<file path="src/common/fe_pkg.sv">
`default_nettype none

package fe_pkg;

  // fetch word and expanded instruction width
  localparam int instr_width_gp = 32;

  // compressed instruction and held half width
  localparam int half_width_gp = 16;

  typedef enum logic [1:0] {
    ALIGN_IDLE      = 2'b00, // nothing held
    ALIGN_HALF_HELD = 2'b01, // low half of a 32-bit instr waits for next word
    ALIGN_SECOND_C  = 2'b10  // upper compressed half still to go out
  } align_state_e;

  // compressed forms the expander understands
  typedef enum logic [3:0] {
    RVC_ADDI    = 4'd0, // also c.nop
    RVC_LI      = 4'd1,
    RVC_LUI     = 4'd2,
    RVC_MV      = 4'd3,
    RVC_ADD     = 4'd4,
    RVC_J       = 4'd5,
    RVC_LW      = 4'd6,
    RVC_SW      = 4'd7,
    RVC_ILLEGAL = 4'd15
  } rvc_op_e;

  // rv32 major opcodes emitted by the expander
  typedef enum logic [6:0] {
    OPC_LOAD   = 7'b0000011,
    OPC_OP_IMM = 7'b0010011,
    OPC_STORE  = 7'b0100011,
    OPC_OP     = 7'b0110011,
    OPC_LUI    = 7'b0110111,
    OPC_JAL    = 7'b1101111
  } rv_opcode_e;

endpackage : fe_pkg

`default_nettype wire

</file>
<file path="src/aligner/aligner.sv">
`timescale 1ns/1ps
`default_nettype none

module aligner #(
  parameter int vaddr_width_p = 32
) (
  input  logic                                clk_i,
  input  logic                                reset_i,
  input  logic                                redirect_i,
  input  logic                                fetch_v_i,
  input  logic [vaddr_width_p-1:0]            fetch_pc_i,
  input  logic [fe_pkg::instr_width_gp-1:0]   fetch_word_i,
  input  logic                                queue_ready_i,
  output logic                                fetch_ready_o,
  output logic                                align_v_o,
  output logic [vaddr_width_p-1:0]            align_pc_o,
  output logic [fe_pkg::instr_width_gp-1:0]   align_instr_o,
  output logic                                align_compressed_o
);

  import fe_pkg::*;

  align_state_e state_r;
  align_state_e state_n;

  // lower half of a straddling 32-bit instruction
  logic [half_width_gp-1:0] held_half_r;
  logic [vaddr_width_p-1:0] held_pc_r;

  logic [half_width_gp-1:0] lo_half;
  logic [half_width_gp-1:0] hi_half;
  logic                     lo_is_32;
  logic                     hi_is_32;
  logic [vaddr_width_p-1:0] word_pc;
  logic [vaddr_width_p-1:0] upper_pc;
  logic                     take_upper; // lower slot used, upper half still to place
  logic                     hold_upper; // upper half starts a 32-bit instr

  assign lo_half = fetch_word_i[half_width_gp-1:0];
  assign hi_half = fetch_word_i[instr_width_gp-1:half_width_gp];

  // 2'b11 in the low bits marks a full-width instruction
  assign lo_is_32 = (lo_half[1:0] == 2'b11);
  assign hi_is_32 = (hi_half[1:0] == 2'b11);

  assign word_pc  = {fetch_pc_i[vaddr_width_p-1:2], 2'b00};
  assign upper_pc = {fetch_pc_i[vaddr_width_p-1:2], 2'b10};

  always_comb begin
    state_n            = state_r;
    fetch_ready_o      = 1'b0;
    align_v_o          = 1'b0;
    align_pc_o         = word_pc;
    align_instr_o      = fetch_word_i;
    align_compressed_o = 1'b0;
    take_upper         = 1'b0;
    hold_upper         = 1'b0;

    // nothing moves without a word and room downstream
    if (fetch_v_i && queue_ready_i) begin
      case (state_r)
        ALIGN_IDLE: begin
          if (fetch_pc_i[1]) begin
            // half-word target, lower half is not ours
            if (hi_is_32) begin
              hold_upper = 1'b1;
            end else begin
              align_v_o          = 1'b1;
              align_pc_o         = upper_pc;
              align_instr_o      = {{half_width_gp{1'b0}}, hi_half};
              align_compressed_o = 1'b1;
              fetch_ready_o      = 1'b1;
            end
          end else if (lo_is_32) begin
            align_v_o     = 1'b1; // whole word is one instr
            fetch_ready_o = 1'b1;
          end else begin
            align_v_o          = 1'b1;
            align_instr_o      = {{half_width_gp{1'b0}}, lo_half};
            align_compressed_o = 1'b1;
            take_upper         = 1'b1;
          end
        end

        ALIGN_HALF_HELD: begin
          // stitch held lower half with the new word's low half
          align_v_o     = 1'b1;
          align_pc_o    = held_pc_r;
          align_instr_o = {lo_half, held_half_r};
          take_upper    = 1'b1;
        end

        ALIGN_SECOND_C: begin
          align_v_o          = 1'b1;
          align_pc_o         = upper_pc;
          align_instr_o      = {{half_width_gp{1'b0}}, hi_half};
          align_compressed_o = 1'b1;
          fetch_ready_o      = 1'b1;
          state_n            = ALIGN_IDLE;
        end

        default: begin
          state_n = ALIGN_IDLE;
        end
      endcase

      if (take_upper) begin
        if (hi_is_32) begin
          hold_upper = 1'b1;
        end else begin
          state_n = ALIGN_SECOND_C; // same word again next cycle
        end
      end

      if (hold_upper) begin
        state_n       = ALIGN_HALF_HELD;
        fetch_ready_o = 1'b1;
      end
    end
  end

  always_ff @(posedge clk_i) begin
    if (reset_i || redirect_i) begin
      state_r <= ALIGN_IDLE;
    end else begin
      state_r <= state_n;
    end
  end

  always_ff @(posedge clk_i) begin
    if (hold_upper) begin
      held_half_r <= hi_half;
      held_pc_r   <= upper_pc;
    end
  end

endmodule : aligner

`default_nettype wire

</file>
<file path="src/rtl/fe_align_top.sv">
`timescale 1ns/1ps
`default_nettype none

module fe_align_top #(
  parameter int vaddr_width_p = 32,
  parameter int fifo_depth_p  = 4,
  parameter logic [vaddr_width_p-1:0] reset_pc_p = '0
) (
  input  logic                                clk_i,
  input  logic                                reset_i,
  input  logic                                redirect_i,
  input  logic [vaddr_width_p-1:0]            redirect_pc_i,
  output logic [vaddr_width_p-1:0]            imem_addr_o,
  input  logic [fe_pkg::instr_width_gp-1:0]   imem_data_i,
  input  logic                                imem_stall_i,
  input  logic                                instr_yumi_i,
  output logic                                instr_v_o,
  output logic [fe_pkg::instr_width_gp-1:0]   instr_o,
  output logic [vaddr_width_p-1:0]            instr_pc_o,
  output logic                                instr_compressed_o,
  output logic                                instr_illegal_o
);

  import fe_pkg::*;

  // producer to aligner
  logic                      fetch_v;
  logic                      fetch_ready;
  logic [vaddr_width_p-1:0]  fetch_pc;
  logic [instr_width_gp-1:0] fetch_word;

  // aligner to queue
  logic                      align_v;
  logic                      queue_ready;
  logic [vaddr_width_p-1:0]  align_pc;
  logic [instr_width_gp-1:0] align_instr;
  logic                      align_compressed;

  // queue head to expander
  logic                      head_v;
  logic                      head_pop;
  logic [vaddr_width_p-1:0]  head_pc;
  logic [instr_width_gp-1:0] head_instr;
  logic                      head_compressed;

  fetch_pc_gen #(
    .vaddr_width_p(vaddr_width_p),
    .reset_pc_p   (reset_pc_p)
  ) pc_gen (
    .clk_i        (clk_i),
    .reset_i      (reset_i),
    .redirect_i   (redirect_i),
    .redirect_pc_i(redirect_pc_i),
    .imem_stall_i (imem_stall_i),
    .imem_data_i  (imem_data_i),
    .imem_addr_o  (imem_addr_o),
    .fetch_ready_i(fetch_ready),
    .fetch_v_o    (fetch_v),
    .fetch_pc_o   (fetch_pc),
    .fetch_word_o (fetch_word)
  );

  aligner #(
    .vaddr_width_p(vaddr_width_p)
  ) align (
    .clk_i             (clk_i),
    .reset_i           (reset_i),
    .redirect_i        (redirect_i),
    .fetch_v_i         (fetch_v),
    .fetch_pc_i        (fetch_pc),
    .fetch_word_i      (fetch_word),
    .queue_ready_i     (queue_ready),
    .fetch_ready_o     (fetch_ready),
    .align_v_o         (align_v),
    .align_pc_o        (align_pc),
    .align_instr_o     (align_instr),
    .align_compressed_o(align_compressed)
  );

  instr_queue #(
    .vaddr_width_p(vaddr_width_p),
    .fifo_depth_p (fifo_depth_p)
  ) queue (
    .clk_i            (clk_i),
    .reset_i          (reset_i),
    .flush_i          (redirect_i), // stale instrs dropped on redirect
    .push_i           (align_v),
    .push_pc_i        (align_pc),
    .push_instr_i     (align_instr),
    .push_compressed_i(align_compressed),
    .ready_o          (queue_ready),
    .pop_i            (head_pop),
    .head_v_o         (head_v),
    .head_pc_o        (head_pc),
    .head_instr_o     (head_instr),
    .head_compressed_o(head_compressed)
  );

  rvc_expander #(
    .vaddr_width_p(vaddr_width_p)
  ) expand (
    .head_v_i          (head_v),
    .head_pc_i         (head_pc),
    .head_instr_i      (head_instr),
    .head_compressed_i (head_compressed),
    .yumi_i            (instr_yumi_i),
    .pop_o             (head_pop),
    .instr_v_o         (instr_v_o),
    .instr_o           (instr_o),
    .instr_pc_o        (instr_pc_o),
    .instr_compressed_o(instr_compressed_o),
    .instr_illegal_o   (instr_illegal_o)
  );

endmodule : fe_align_top

`default_nettype wire

</file>
<file path="src/rtl/fetch_pc_gen.sv">
`timescale 1ns/1ps
`default_nettype none

module fetch_pc_gen #(
  parameter int vaddr_width_p = 32,
  parameter logic [vaddr_width_p-1:0] reset_pc_p = '0
) (
  input  logic                                clk_i,
  input  logic                                reset_i,
  input  logic                                redirect_i,
  input  logic [vaddr_width_p-1:0]            redirect_pc_i,
  input  logic                                imem_stall_i,
  input  logic [fe_pkg::instr_width_gp-1:0]   imem_data_i,
  output logic [vaddr_width_p-1:0]            imem_addr_o,
  input  logic                                fetch_ready_i,
  output logic                                fetch_v_o,
  output logic [vaddr_width_p-1:0]            fetch_pc_o,
  output logic [fe_pkg::instr_width_gp-1:0]   fetch_word_o
);

  logic [vaddr_width_p-1:0] pc_r;
  logic [vaddr_width_p-1:0] word_addr;
  logic [vaddr_width_p-1:0] next_word_addr;
  logic                     fetch_accept;

  // memory is word addressed, pc may sit on a half word
  assign word_addr      = {pc_r[vaddr_width_p-1:2], 2'b00};
  assign next_word_addr = word_addr + vaddr_width_p'(4);

  assign imem_addr_o  = word_addr;
  assign fetch_word_o = imem_data_i;
  assign fetch_pc_o   = pc_r;

  // no valid fetch while a redirect is in flight
  assign fetch_v_o    = ~imem_stall_i & ~redirect_i;
  assign fetch_accept = fetch_v_o & fetch_ready_i;

  always_ff @(posedge clk_i) begin
    if (reset_i) begin
      pc_r <= reset_pc_p;
    end else if (redirect_i) begin
      pc_r <= redirect_pc_i;
    end else if (fetch_accept) begin
      pc_r <= next_word_addr; // drops the half-word offset too
    end
  end

endmodule : fetch_pc_gen

`default_nettype wire

</file>
<file path="src/rtl/instr_queue.sv">
`timescale 1ns/1ps
`default_nettype none

module instr_queue #(
  parameter int vaddr_width_p = 32,
  parameter int fifo_depth_p  = 4
) (
  input  logic                                clk_i,
  input  logic                                reset_i,
  input  logic                                flush_i,
  input  logic                                push_i,
  input  logic [vaddr_width_p-1:0]            push_pc_i,
  input  logic [fe_pkg::instr_width_gp-1:0]   push_instr_i,
  input  logic                                push_compressed_i,
  output logic                                ready_o,
  input  logic                                pop_i,
  output logic                                head_v_o,
  output logic [vaddr_width_p-1:0]            head_pc_o,
  output logic [fe_pkg::instr_width_gp-1:0]   head_instr_o,
  output logic                                head_compressed_o
);

  import fe_pkg::*;

  localparam int ptr_width_lp = $clog2(fifo_depth_p);
  localparam logic [ptr_width_lp:0] full_count_lp = (ptr_width_lp+1)'(fifo_depth_p);

  logic [vaddr_width_p-1:0]  pc_mem    [fifo_depth_p];
  logic [instr_width_gp-1:0] instr_mem [fifo_depth_p];
  logic                      comp_mem  [fifo_depth_p];

  logic [ptr_width_lp-1:0] wr_ptr_r;
  logic [ptr_width_lp-1:0] rd_ptr_r;
  logic [ptr_width_lp:0]   count_r;
  logic                    push_fire;
  logic                    pop_fire;

  assign ready_o   = (count_r != full_count_lp);
  assign head_v_o  = (count_r != '0);
  assign push_fire = push_i & ready_o;
  assign pop_fire  = pop_i & head_v_o;

  // head straight from storage, no bypass of a same-cycle push
  assign head_pc_o         = pc_mem[rd_ptr_r];
  assign head_instr_o      = instr_mem[rd_ptr_r];
  assign head_compressed_o = comp_mem[rd_ptr_r];

  always_ff @(posedge clk_i) begin
    if (push_fire) begin
      pc_mem[wr_ptr_r]    <= push_pc_i;
      instr_mem[wr_ptr_r] <= push_instr_i;
      comp_mem[wr_ptr_r]  <= push_compressed_i;
    end
  end

  always_ff @(posedge clk_i) begin
    if (reset_i || flush_i) begin
      wr_ptr_r <= '0;
      rd_ptr_r <= '0;
      count_r  <= '0;
    end else begin
      if (push_fire) wr_ptr_r <= wr_ptr_r + 1'b1; // power-of-two depth wraps
      if (pop_fire)  rd_ptr_r <= rd_ptr_r + 1'b1;
      case ({push_fire, pop_fire})
        2'b10:   count_r <= count_r + 1'b1;
        2'b01:   count_r <= count_r - 1'b1;
        default: count_r <= count_r;
      endcase
    end
  end

endmodule : instr_queue

`default_nettype wire

</file>
<file path="src/rtl/rvc_expander.sv">
`timescale 1ns/1ps
`default_nettype none

module rvc_expander #(
  parameter int vaddr_width_p = 32
) (
  input  logic                                head_v_i,
  input  logic [vaddr_width_p-1:0]            head_pc_i,
  input  logic [fe_pkg::instr_width_gp-1:0]   head_instr_i,
  input  logic                                head_compressed_i,
  input  logic                                yumi_i,
  output logic                                pop_o,
  output logic                                instr_v_o,
  output logic [fe_pkg::instr_width_gp-1:0]   instr_o,
  output logic [vaddr_width_p-1:0]            instr_pc_o,
  output logic                                instr_compressed_o,
  output logic                                instr_illegal_o
);

  import fe_pkg::*;

  rvc_op_e op;

  logic [half_width_gp-1:0]  cinstr;
  logic [1:0]                quadrant;
  logic [2:0]                funct3;
  logic [4:0]                rd;        // full-width rd/rs1
  logic [4:0]                rs2;
  logic [4:0]                rd_p;      // 3-bit forms, x8..x15
  logic [4:0]                rs1_p;
  logic [11:0]               imm6_sext;
  logic [20:0]               j_off;
  logic [6:0]                lw_off;
  logic [instr_width_gp-1:0] expanded;

  assign cinstr   = head_instr_i[half_width_gp-1:0];
  assign quadrant = cinstr[1:0];
  assign funct3   = cinstr[15:13];
  assign rd       = cinstr[11:7];
  assign rs2      = cinstr[6:2];
  assign rd_p     = {2'b01, cinstr[4:2]};
  assign rs1_p    = {2'b01, cinstr[9:7]};

  assign imm6_sext = {{6{cinstr[12]}}, cinstr[12], cinstr[6:2]};

  // c.j offset[11|4|9:8|10|6|7|3:1|5]
  assign j_off = {{9{cinstr[12]}}, cinstr[12], cinstr[8], cinstr[10:9], cinstr[6],
                  cinstr[7], cinstr[2], cinstr[11], cinstr[5:3], 1'b0};

  // word offset for c.lw / c.sw, uimm[6:2]
  assign lw_off = {cinstr[5], cinstr[12:10], cinstr[6], 2'b00};

  always_comb begin
    op = RVC_ILLEGAL;
    case (quadrant)
      2'b00: begin
        if (funct3 == 3'b010) op = RVC_LW;
        else if (funct3 == 3'b110) op = RVC_SW;
      end
      2'b01: begin
        case (funct3)
          3'b000: op = RVC_ADDI;
          3'b010: op = RVC_LI;
          3'b011: begin
            // rd=2 is c.addi16sp, zero imm is reserved
            if (rd != 5'd0 && rd != 5'd2 && imm6_sext[5:0] != 6'd0) op = RVC_LUI;
          end
          3'b101: op = RVC_J;
          default: op = RVC_ILLEGAL;
        endcase
      end
      2'b10: begin
        // rs2 of zero means jr/jalr/ebreak, not handled
        if (funct3 == 3'b100 && rs2 != 5'd0) begin
          op = cinstr[12] ? RVC_ADD : RVC_MV;
        end
      end
      default: op = RVC_ILLEGAL;
    endcase
  end

  always_comb begin
    case (op)
      RVC_ADDI: expanded = {imm6_sext, rd, 3'b000, rd, OPC_OP_IMM};
      RVC_LI:   expanded = {imm6_sext, 5'd0, 3'b000, rd, OPC_OP_IMM};
      RVC_LUI:  expanded = {{14{cinstr[12]}}, cinstr[12], cinstr[6:2], rd, OPC_LUI};
      RVC_MV:   expanded = {7'b0, rs2, 5'd0, 3'b000, rd, OPC_OP};
      RVC_ADD:  expanded = {7'b0, rs2, rd, 3'b000, rd, OPC_OP};
      RVC_J: begin
        expanded = {j_off[20], j_off[10:1], j_off[11], j_off[19:12], 5'd0, OPC_JAL};
      end
      RVC_LW:   expanded = {5'b0, lw_off, rs1_p, 3'b010, rd_p, OPC_LOAD};
      RVC_SW: begin
        // rs2' sits where rd' is in c.lw
        expanded = {5'b0, lw_off[6:5], rd_p, rs1_p, 3'b010, lw_off[4:0], OPC_STORE};
      end
      default:  expanded = head_instr_i; // original bits kept
    endcase
  end

  assign instr_v_o          = head_v_i;
  assign instr_pc_o         = head_pc_i;
  assign instr_compressed_o = head_compressed_i;
  assign instr_illegal_o    = head_compressed_i & (op == RVC_ILLEGAL);
  assign instr_o            = head_compressed_i ? expanded : head_instr_i;
  assign pop_o              = yumi_i & head_v_i;

endmodule : rvc_expander

`default_nettype wire

</file>
<file path="config.mk">
export PLATFORM = sky130hd
export DESIGN_NAME = fe_align_top
export DESIGN_NICKNAME = d
export VERILOG_FILES = /design/src/common/fe_pkg.sv /design/src/aligner/aligner.sv /design/src/rtl/fe_align_top.sv /design/src/rtl/fetch_pc_gen.sv /design/src/rtl/instr_queue.sv /design/src/rtl/rvc_expander.sv
export SDC_FILE = /design/constraint.sdc
export NUM_CORES = 1
export LEC_CHECK = 0
export CORE_AREA = 3 3 218 220
export DETAILED_ROUTE_END_ITERATION = 8
export DIE_AREA = 0 0 221 223
export DONT_BUFFER_PORTS = 1
export SYNTH_ARGS = -nofsm -noshare
export SYNTH_HDL_FRONTEND = slang
export SYNTH_SLANG_ARGS = --single-unit
</file>
<file path="constraint.sdc">
create_clock -name clk_i -period 5.9 [get_ports clk_i]
set_input_delay 1.77 -clock clk_i [delete_from_list [all_inputs] [get_ports clk_i]]
set_output_delay 1.77 -clock clk_i [all_outputs]
set_load 0.03 [all_outputs]
</file>
# Word-level counts from Yosys, hierarchy flattened
# Memory sizes are Yosys's and may differ from the RTL's. A register that Yosys moved wholly into a read port is not among the register bits.
# Index checks and enable logic that the tools add are counted.
# word_totals
reg_bits	87
ramBits	260
input_bits	69
out_inout_bits	99
wordCells	119
n_memories	3
# classes
add_sub_neg	5
eq_ne	23
mux	56
bitwise	8
reduce_logical	17
# mem_list
name	words	width	read_ports	rd_ports_with_merged_regs	write_ports	line_no	source
queue.instr_mem	4	32	1	1	1	instr_queue.sv:29	logic [instr_width_gp-1:0] instr_mem [fifo_depth_p];
queue.pc_mem	4	32	1	1	1	instr_queue.sv:28	logic [vaddr_width_p-1:0] pc_mem [fifo_depth_p];
queue.comp_mem	4	1	1	1	1	instr_queue.sv:30	logic comp_mem [fifo_depth_p];
# op_table
operator	n
$mux W32	8
$pmux W32 S8	1
$pmux W32 S3	2
$add A32 B3 Y32 const B	1
$mux W2	12
$mux W1	21
$eq A4 B3 Y1 const B	4
$mux W4	4
$pmux W4 S4	1
$pmux W4 S3	1
$eq A2 B2 Y1 const B	5
$reduce_bool A5 Y1	2
$eq A3 B3 Y1 const B	3
$eq A4 B2 Y1 const B	2
$pmux W1 S2	4
$and A1 B1 Y1	6
$eq A2 B1 Y1 const B	3
$eq A3 B2 Y1 const B	2
$pmux W3 S2	1
$reduce_bool A6 Y1	1
$ne A5 B2 Y1 const B	1
$add A2 B1 Y2 const B	2
$eq A4 B1 Y1 const B	1
$eq A4 B4 Y1 const B	1
13 further kinds	20

# Longest topological paths before layout
# logic_depth
depth_word	12
ltp_mapped	12

# Modules after synthesis
# Synthesis repeated with hierarchy kept, for this count alone.
# unflattened
hier_cells	1086
hier_area_um2	16005.4
# by_module_without_submodules
mod	n_inst	cells_each	area_each_um2	seq_area_each_um2
instr_queue	1	392	9907.0	7987.7
aligner	1	194	2519.9	1421.4
fetch_pc_gen	1	298	2347.3	640.6
rvc_expander	1	202	1231.2	0.0

# Least setup slack after synthesis
# No wires, ideal clock.
# synth_timing
kind	reg2out
start	reg (tool-made name)
end	out instr_o[13] (netlist bit)
arrival_time_ns	3.166
t_required_ns	4.130
slack_ns	0.964
stages_incl_launch_ff	11
n_path_buf	3
cell_sequence	dfxtp_1 -> buf_6 -> buf_12 -> mux4_2 -> nor4_2 -> nor2_2 -> a311o_4 -> nor4_4 -> buf_2 -> nand2_1 -> a31oi_1
# synth_rtl
item	line_no	source
to (decl)	fe_align_top.sv:18	output logic [fe_pkg::instr_width_gp-1:0] instr_o,

==> flow_summary.toml <==
[worst_setup_path]
path_class = "reg -> out"
path_max_fanout = 18
crit_cells = 9
required_ns = 4.13
worstSetupEndpointType = "primary output"
cp.arrival_ns = 3.88
critical-path-top-delay-family = "simple AND/OR/NAND/NOR gates"
r2r_cells = 8
path_cells = "mux4_2 > nor4_4 > and2_1 > o211ai_2 > nor4_4 > buf_4 > o21ai_1 > a31oi_1 > buf_4"
cp_num_buf_inv = 2
slowest_delay_ns = 0.68
cp_slowest_cell = "dfxtp_2"
worst_setup_path_start_kind = "flop"

[grt]
grt_max_degree = 42
grt_pass1_vias = 8793
overflow = 0
antenna_found_initial = 0
track_usage_pct = 14.7
grt_pass1_wl_um = 56300

[pwr]
design_power_total_mw = 5.54
total_leakage_power_nw = 5.42
vdd_ir_drop_max_mv = 0.242
pwr_density_cell_nw_per_um2 = 325

[clocking]
cts_made_buffers = 37
htreeDepth = 2
cts_sinks = 344
clk_latency_ns = 0.53
cts_max_path_buffers = 3
cts.reportedPaths.clkPinSlew_ns = 0.06
root_buffer = "clkbuf_16"
cts_tree = "built"
hold_buffers = 0

[sta]
finalSetupViolCount = 0
hold_viol = 0
setup_tns_ns = 0
slew_headroom_pct = 29.1
period_needed_ns = 5.65
fmax_mhz = 177
post-route-period-util_pct = 95.7
drv_slew = 0
fin_worst_skew_ns = 0.0186
rsz0062_at_grt = "false"
tightest_slew_ns = 1.06

[die]
dieArea_um2 = 49300
core_area_um2 = 45500
start_util_pct = 33.0
die_x_um = 221
num_io_pins = 168
rows = 78
fp.dieH_um = 223

[detailed_routing]
drt_iter0_markers = 736
vias = 8920
drc = 0
drtPass1Iterations = 5
wirelength_um = 37200
avgViaCountPerCell = 5.39
antenna_left = 0
wl_per_cell_um = 22.4

[place]
gp_congestion = 0.885
post_dp_cell_area_um2 = 15700
dpl.hpwl_um = 24300
place_inst = 1583
port_buffers = 0

[synth]
synth_area_um2 = 15000
synth_cell_types = 71
syn_inst = 1022
yosys_warnings = 0
async_reset_ff_share_pct = 0
synth_top_flop_cell = "edfxtp_1"
synth_seq_cells = 344
syn-mean-instance-area_um2 = 14.7
ys_seq_area_share_pct = 66.1
synth_edf_count = 302

[hold_path]
hold_path_depth = 2
min_path_type = "reg -> reg"

[cells_and_area]
fin_util_pct = 37.5
drive_gt1_share_pct = 19.1
final_area_um2 = 17100
nets = 1109
num_antenna_cells = 0
fillers = 4328
area_growth_pct = 13.7
fin_cells = 1656

[outcome]
status = "finished, final reports clean"

[job]
max_cap_violations = 0
-- what timing repair did --
action                     in CTS  in global routing
cloned                          0                  0
buffers inserted                1                  5
pin swaps                       0                  1
setup endpoints to repair       3                 17
gates resized for setup         0                  7
-- stage by stage --
step / hold WS (ns) / setup WS [ns]
6_report: 0.526 / 0.251
5_1_grt: 0.595 / 0.0275
4_1_cts: 0.536 / 0.0596
3_5_place_dp: 0.519 / 0.528
3_3_place_gp: 0.508 / 0.455
2_1_floorplan: 0.430 / 0.964
-- final timing paths --
| check | from | endpoint | slack (ns) |
|---|---|---|---|
| max | flop | instr_o[19] | 0.25 |
| min | queue.rd_ptr_r[1]$_SDFFE_PP0P_ | flop | 0.53 |
| max reg2reg | align.state_r[1]$_SDFFE_PP0P_ | pc_gen.fetch_pc_o[4]$_SDFFE_PP0P_ | 2.35 |
| min reg2reg | queue.rd_ptr_r[1]$_SDFFE_PP0P_ | flop | 0.53 |
-- cells in the mapped netlist, types with 5 or more instances --
cell type / count / share of area (%)
edfxtp_1: 302 / 60
nor2_1: 76 / 1.9
nand2_1: 68 / 1.7
mux4_2: 64 / 9.6
a21oi_1: 59 / 2.0
o21ai_0: 52 / 1.7
a22o_1: 48 / 2.8
clkbuf_1: 42 / 1.1
dfxtp_1: 42 / 5.6
buf_4: 33 / 1.7
a22oi_1: 18 / 0.90
a31oi_1: 17 / 0.71
nor3_1: 16 / 0.53
nand2b_1: 14 / 0.58
inv_1: 13 / 0.33
nand3_1: 13 / 0.43
ha_1: 11 / 0.92
and2_1: 10 / 0.42
nor2b_1: 8 / 0.33
buf_2: 7 / 0.23
nor4_1: 7 / 0.29
a221oi_1: 6 / 0.35
nand4_1: 6 / 0.25
buf_1: 5 / 0.13
or2_2: 5 / 0.21
-- routing by layer --
metal	share of wire [%]	vias up	GRT usage, %
met3	8.6	57	4.74
met5	0	-	0
met2	48	343	24.1
met1	41	4499	19.2
li1	-	4021	-
met4	2.1	0	3.43
-- cell type report --
type	count	area, µm²	area share, %
Clock buffer	50	1080	6.33
Tap cell	600	751	4.40
Sequential cell	344	9910	58.1
Clock inverter	17	165	0.969
Inverter	13	48.8	0.286
Timing Repair Buffer	54	475	2.79
Multi-Input combinational cell	578	4620	27.1
-- logic make-up (layout without fill, tap and decap cells) --
group                      count (synthesis)  in the layout  synth area share [%]
other                                      1              3                0.0250
and+or+nand+nor                          248            248                  8.12
buffers and inverters                    102            134                  3.60
DFF                                      344            344                  66.1
muxes                                     68             68                  9.89
xor gates and xnor gates                   5              5                 0.292
adders and majority gates                 12             12                  1.05
AOI/OAI and AO/OA                        242            242                  10.9
-- sequential cells by signal (all words and copies together) (netlist names), named ones only --
register / cells
queue.rd_ptr_r: 2
queue.comp_mem: 4
pc_gen.fetch_pc_o: 31
queue.instr_mem: 128
align.held_pc_r: 30
queue.count_r: 3
align.held_half_r: 16
queue.wr_ptr_r: 2
queue.pc_mem: 124
align.state_r: 2
-- where the power goes --
part	internal (mW)	total, mW	switching (mW)
sequential	2.71	2.77	0.0652
combinational	0.137	0.419	0.282
clock	1.42	2.35	0.934
-- layout by cell type (no fill, tap or decap), types with 7 or more instances in the layout --
cell type / instances
nand3_1: 13
buf_4: 48
nand2b_1: 14
a22o_1: 48
inv_1: 13
a21oi_1: 59
mux4_2: 64
nand2_1: 68
nor4_1: 7
nor2b_1: 8
a31oi_1: 17
clkbuf_16: 40
a22oi_1: 18
o21ai_0: 52
edfxtp_1: 302
dfxtp_1: 40
nor2_1: 75
nor3_1: 16
ha_1: 11
-- worst reg2reg max path, cell delays in order, from the launching register on --
cell and delay, ns:
dfxtp_1 0.38, inv_1 0.10, ha_1 0.56, a31oi_1 0.31, a21oi_1 0.10, o21ai_4 0.72
nor2b_1 0.90, nor2_1 0.11, o221a_2 0.27
Power figures use the tool's default switching activity.
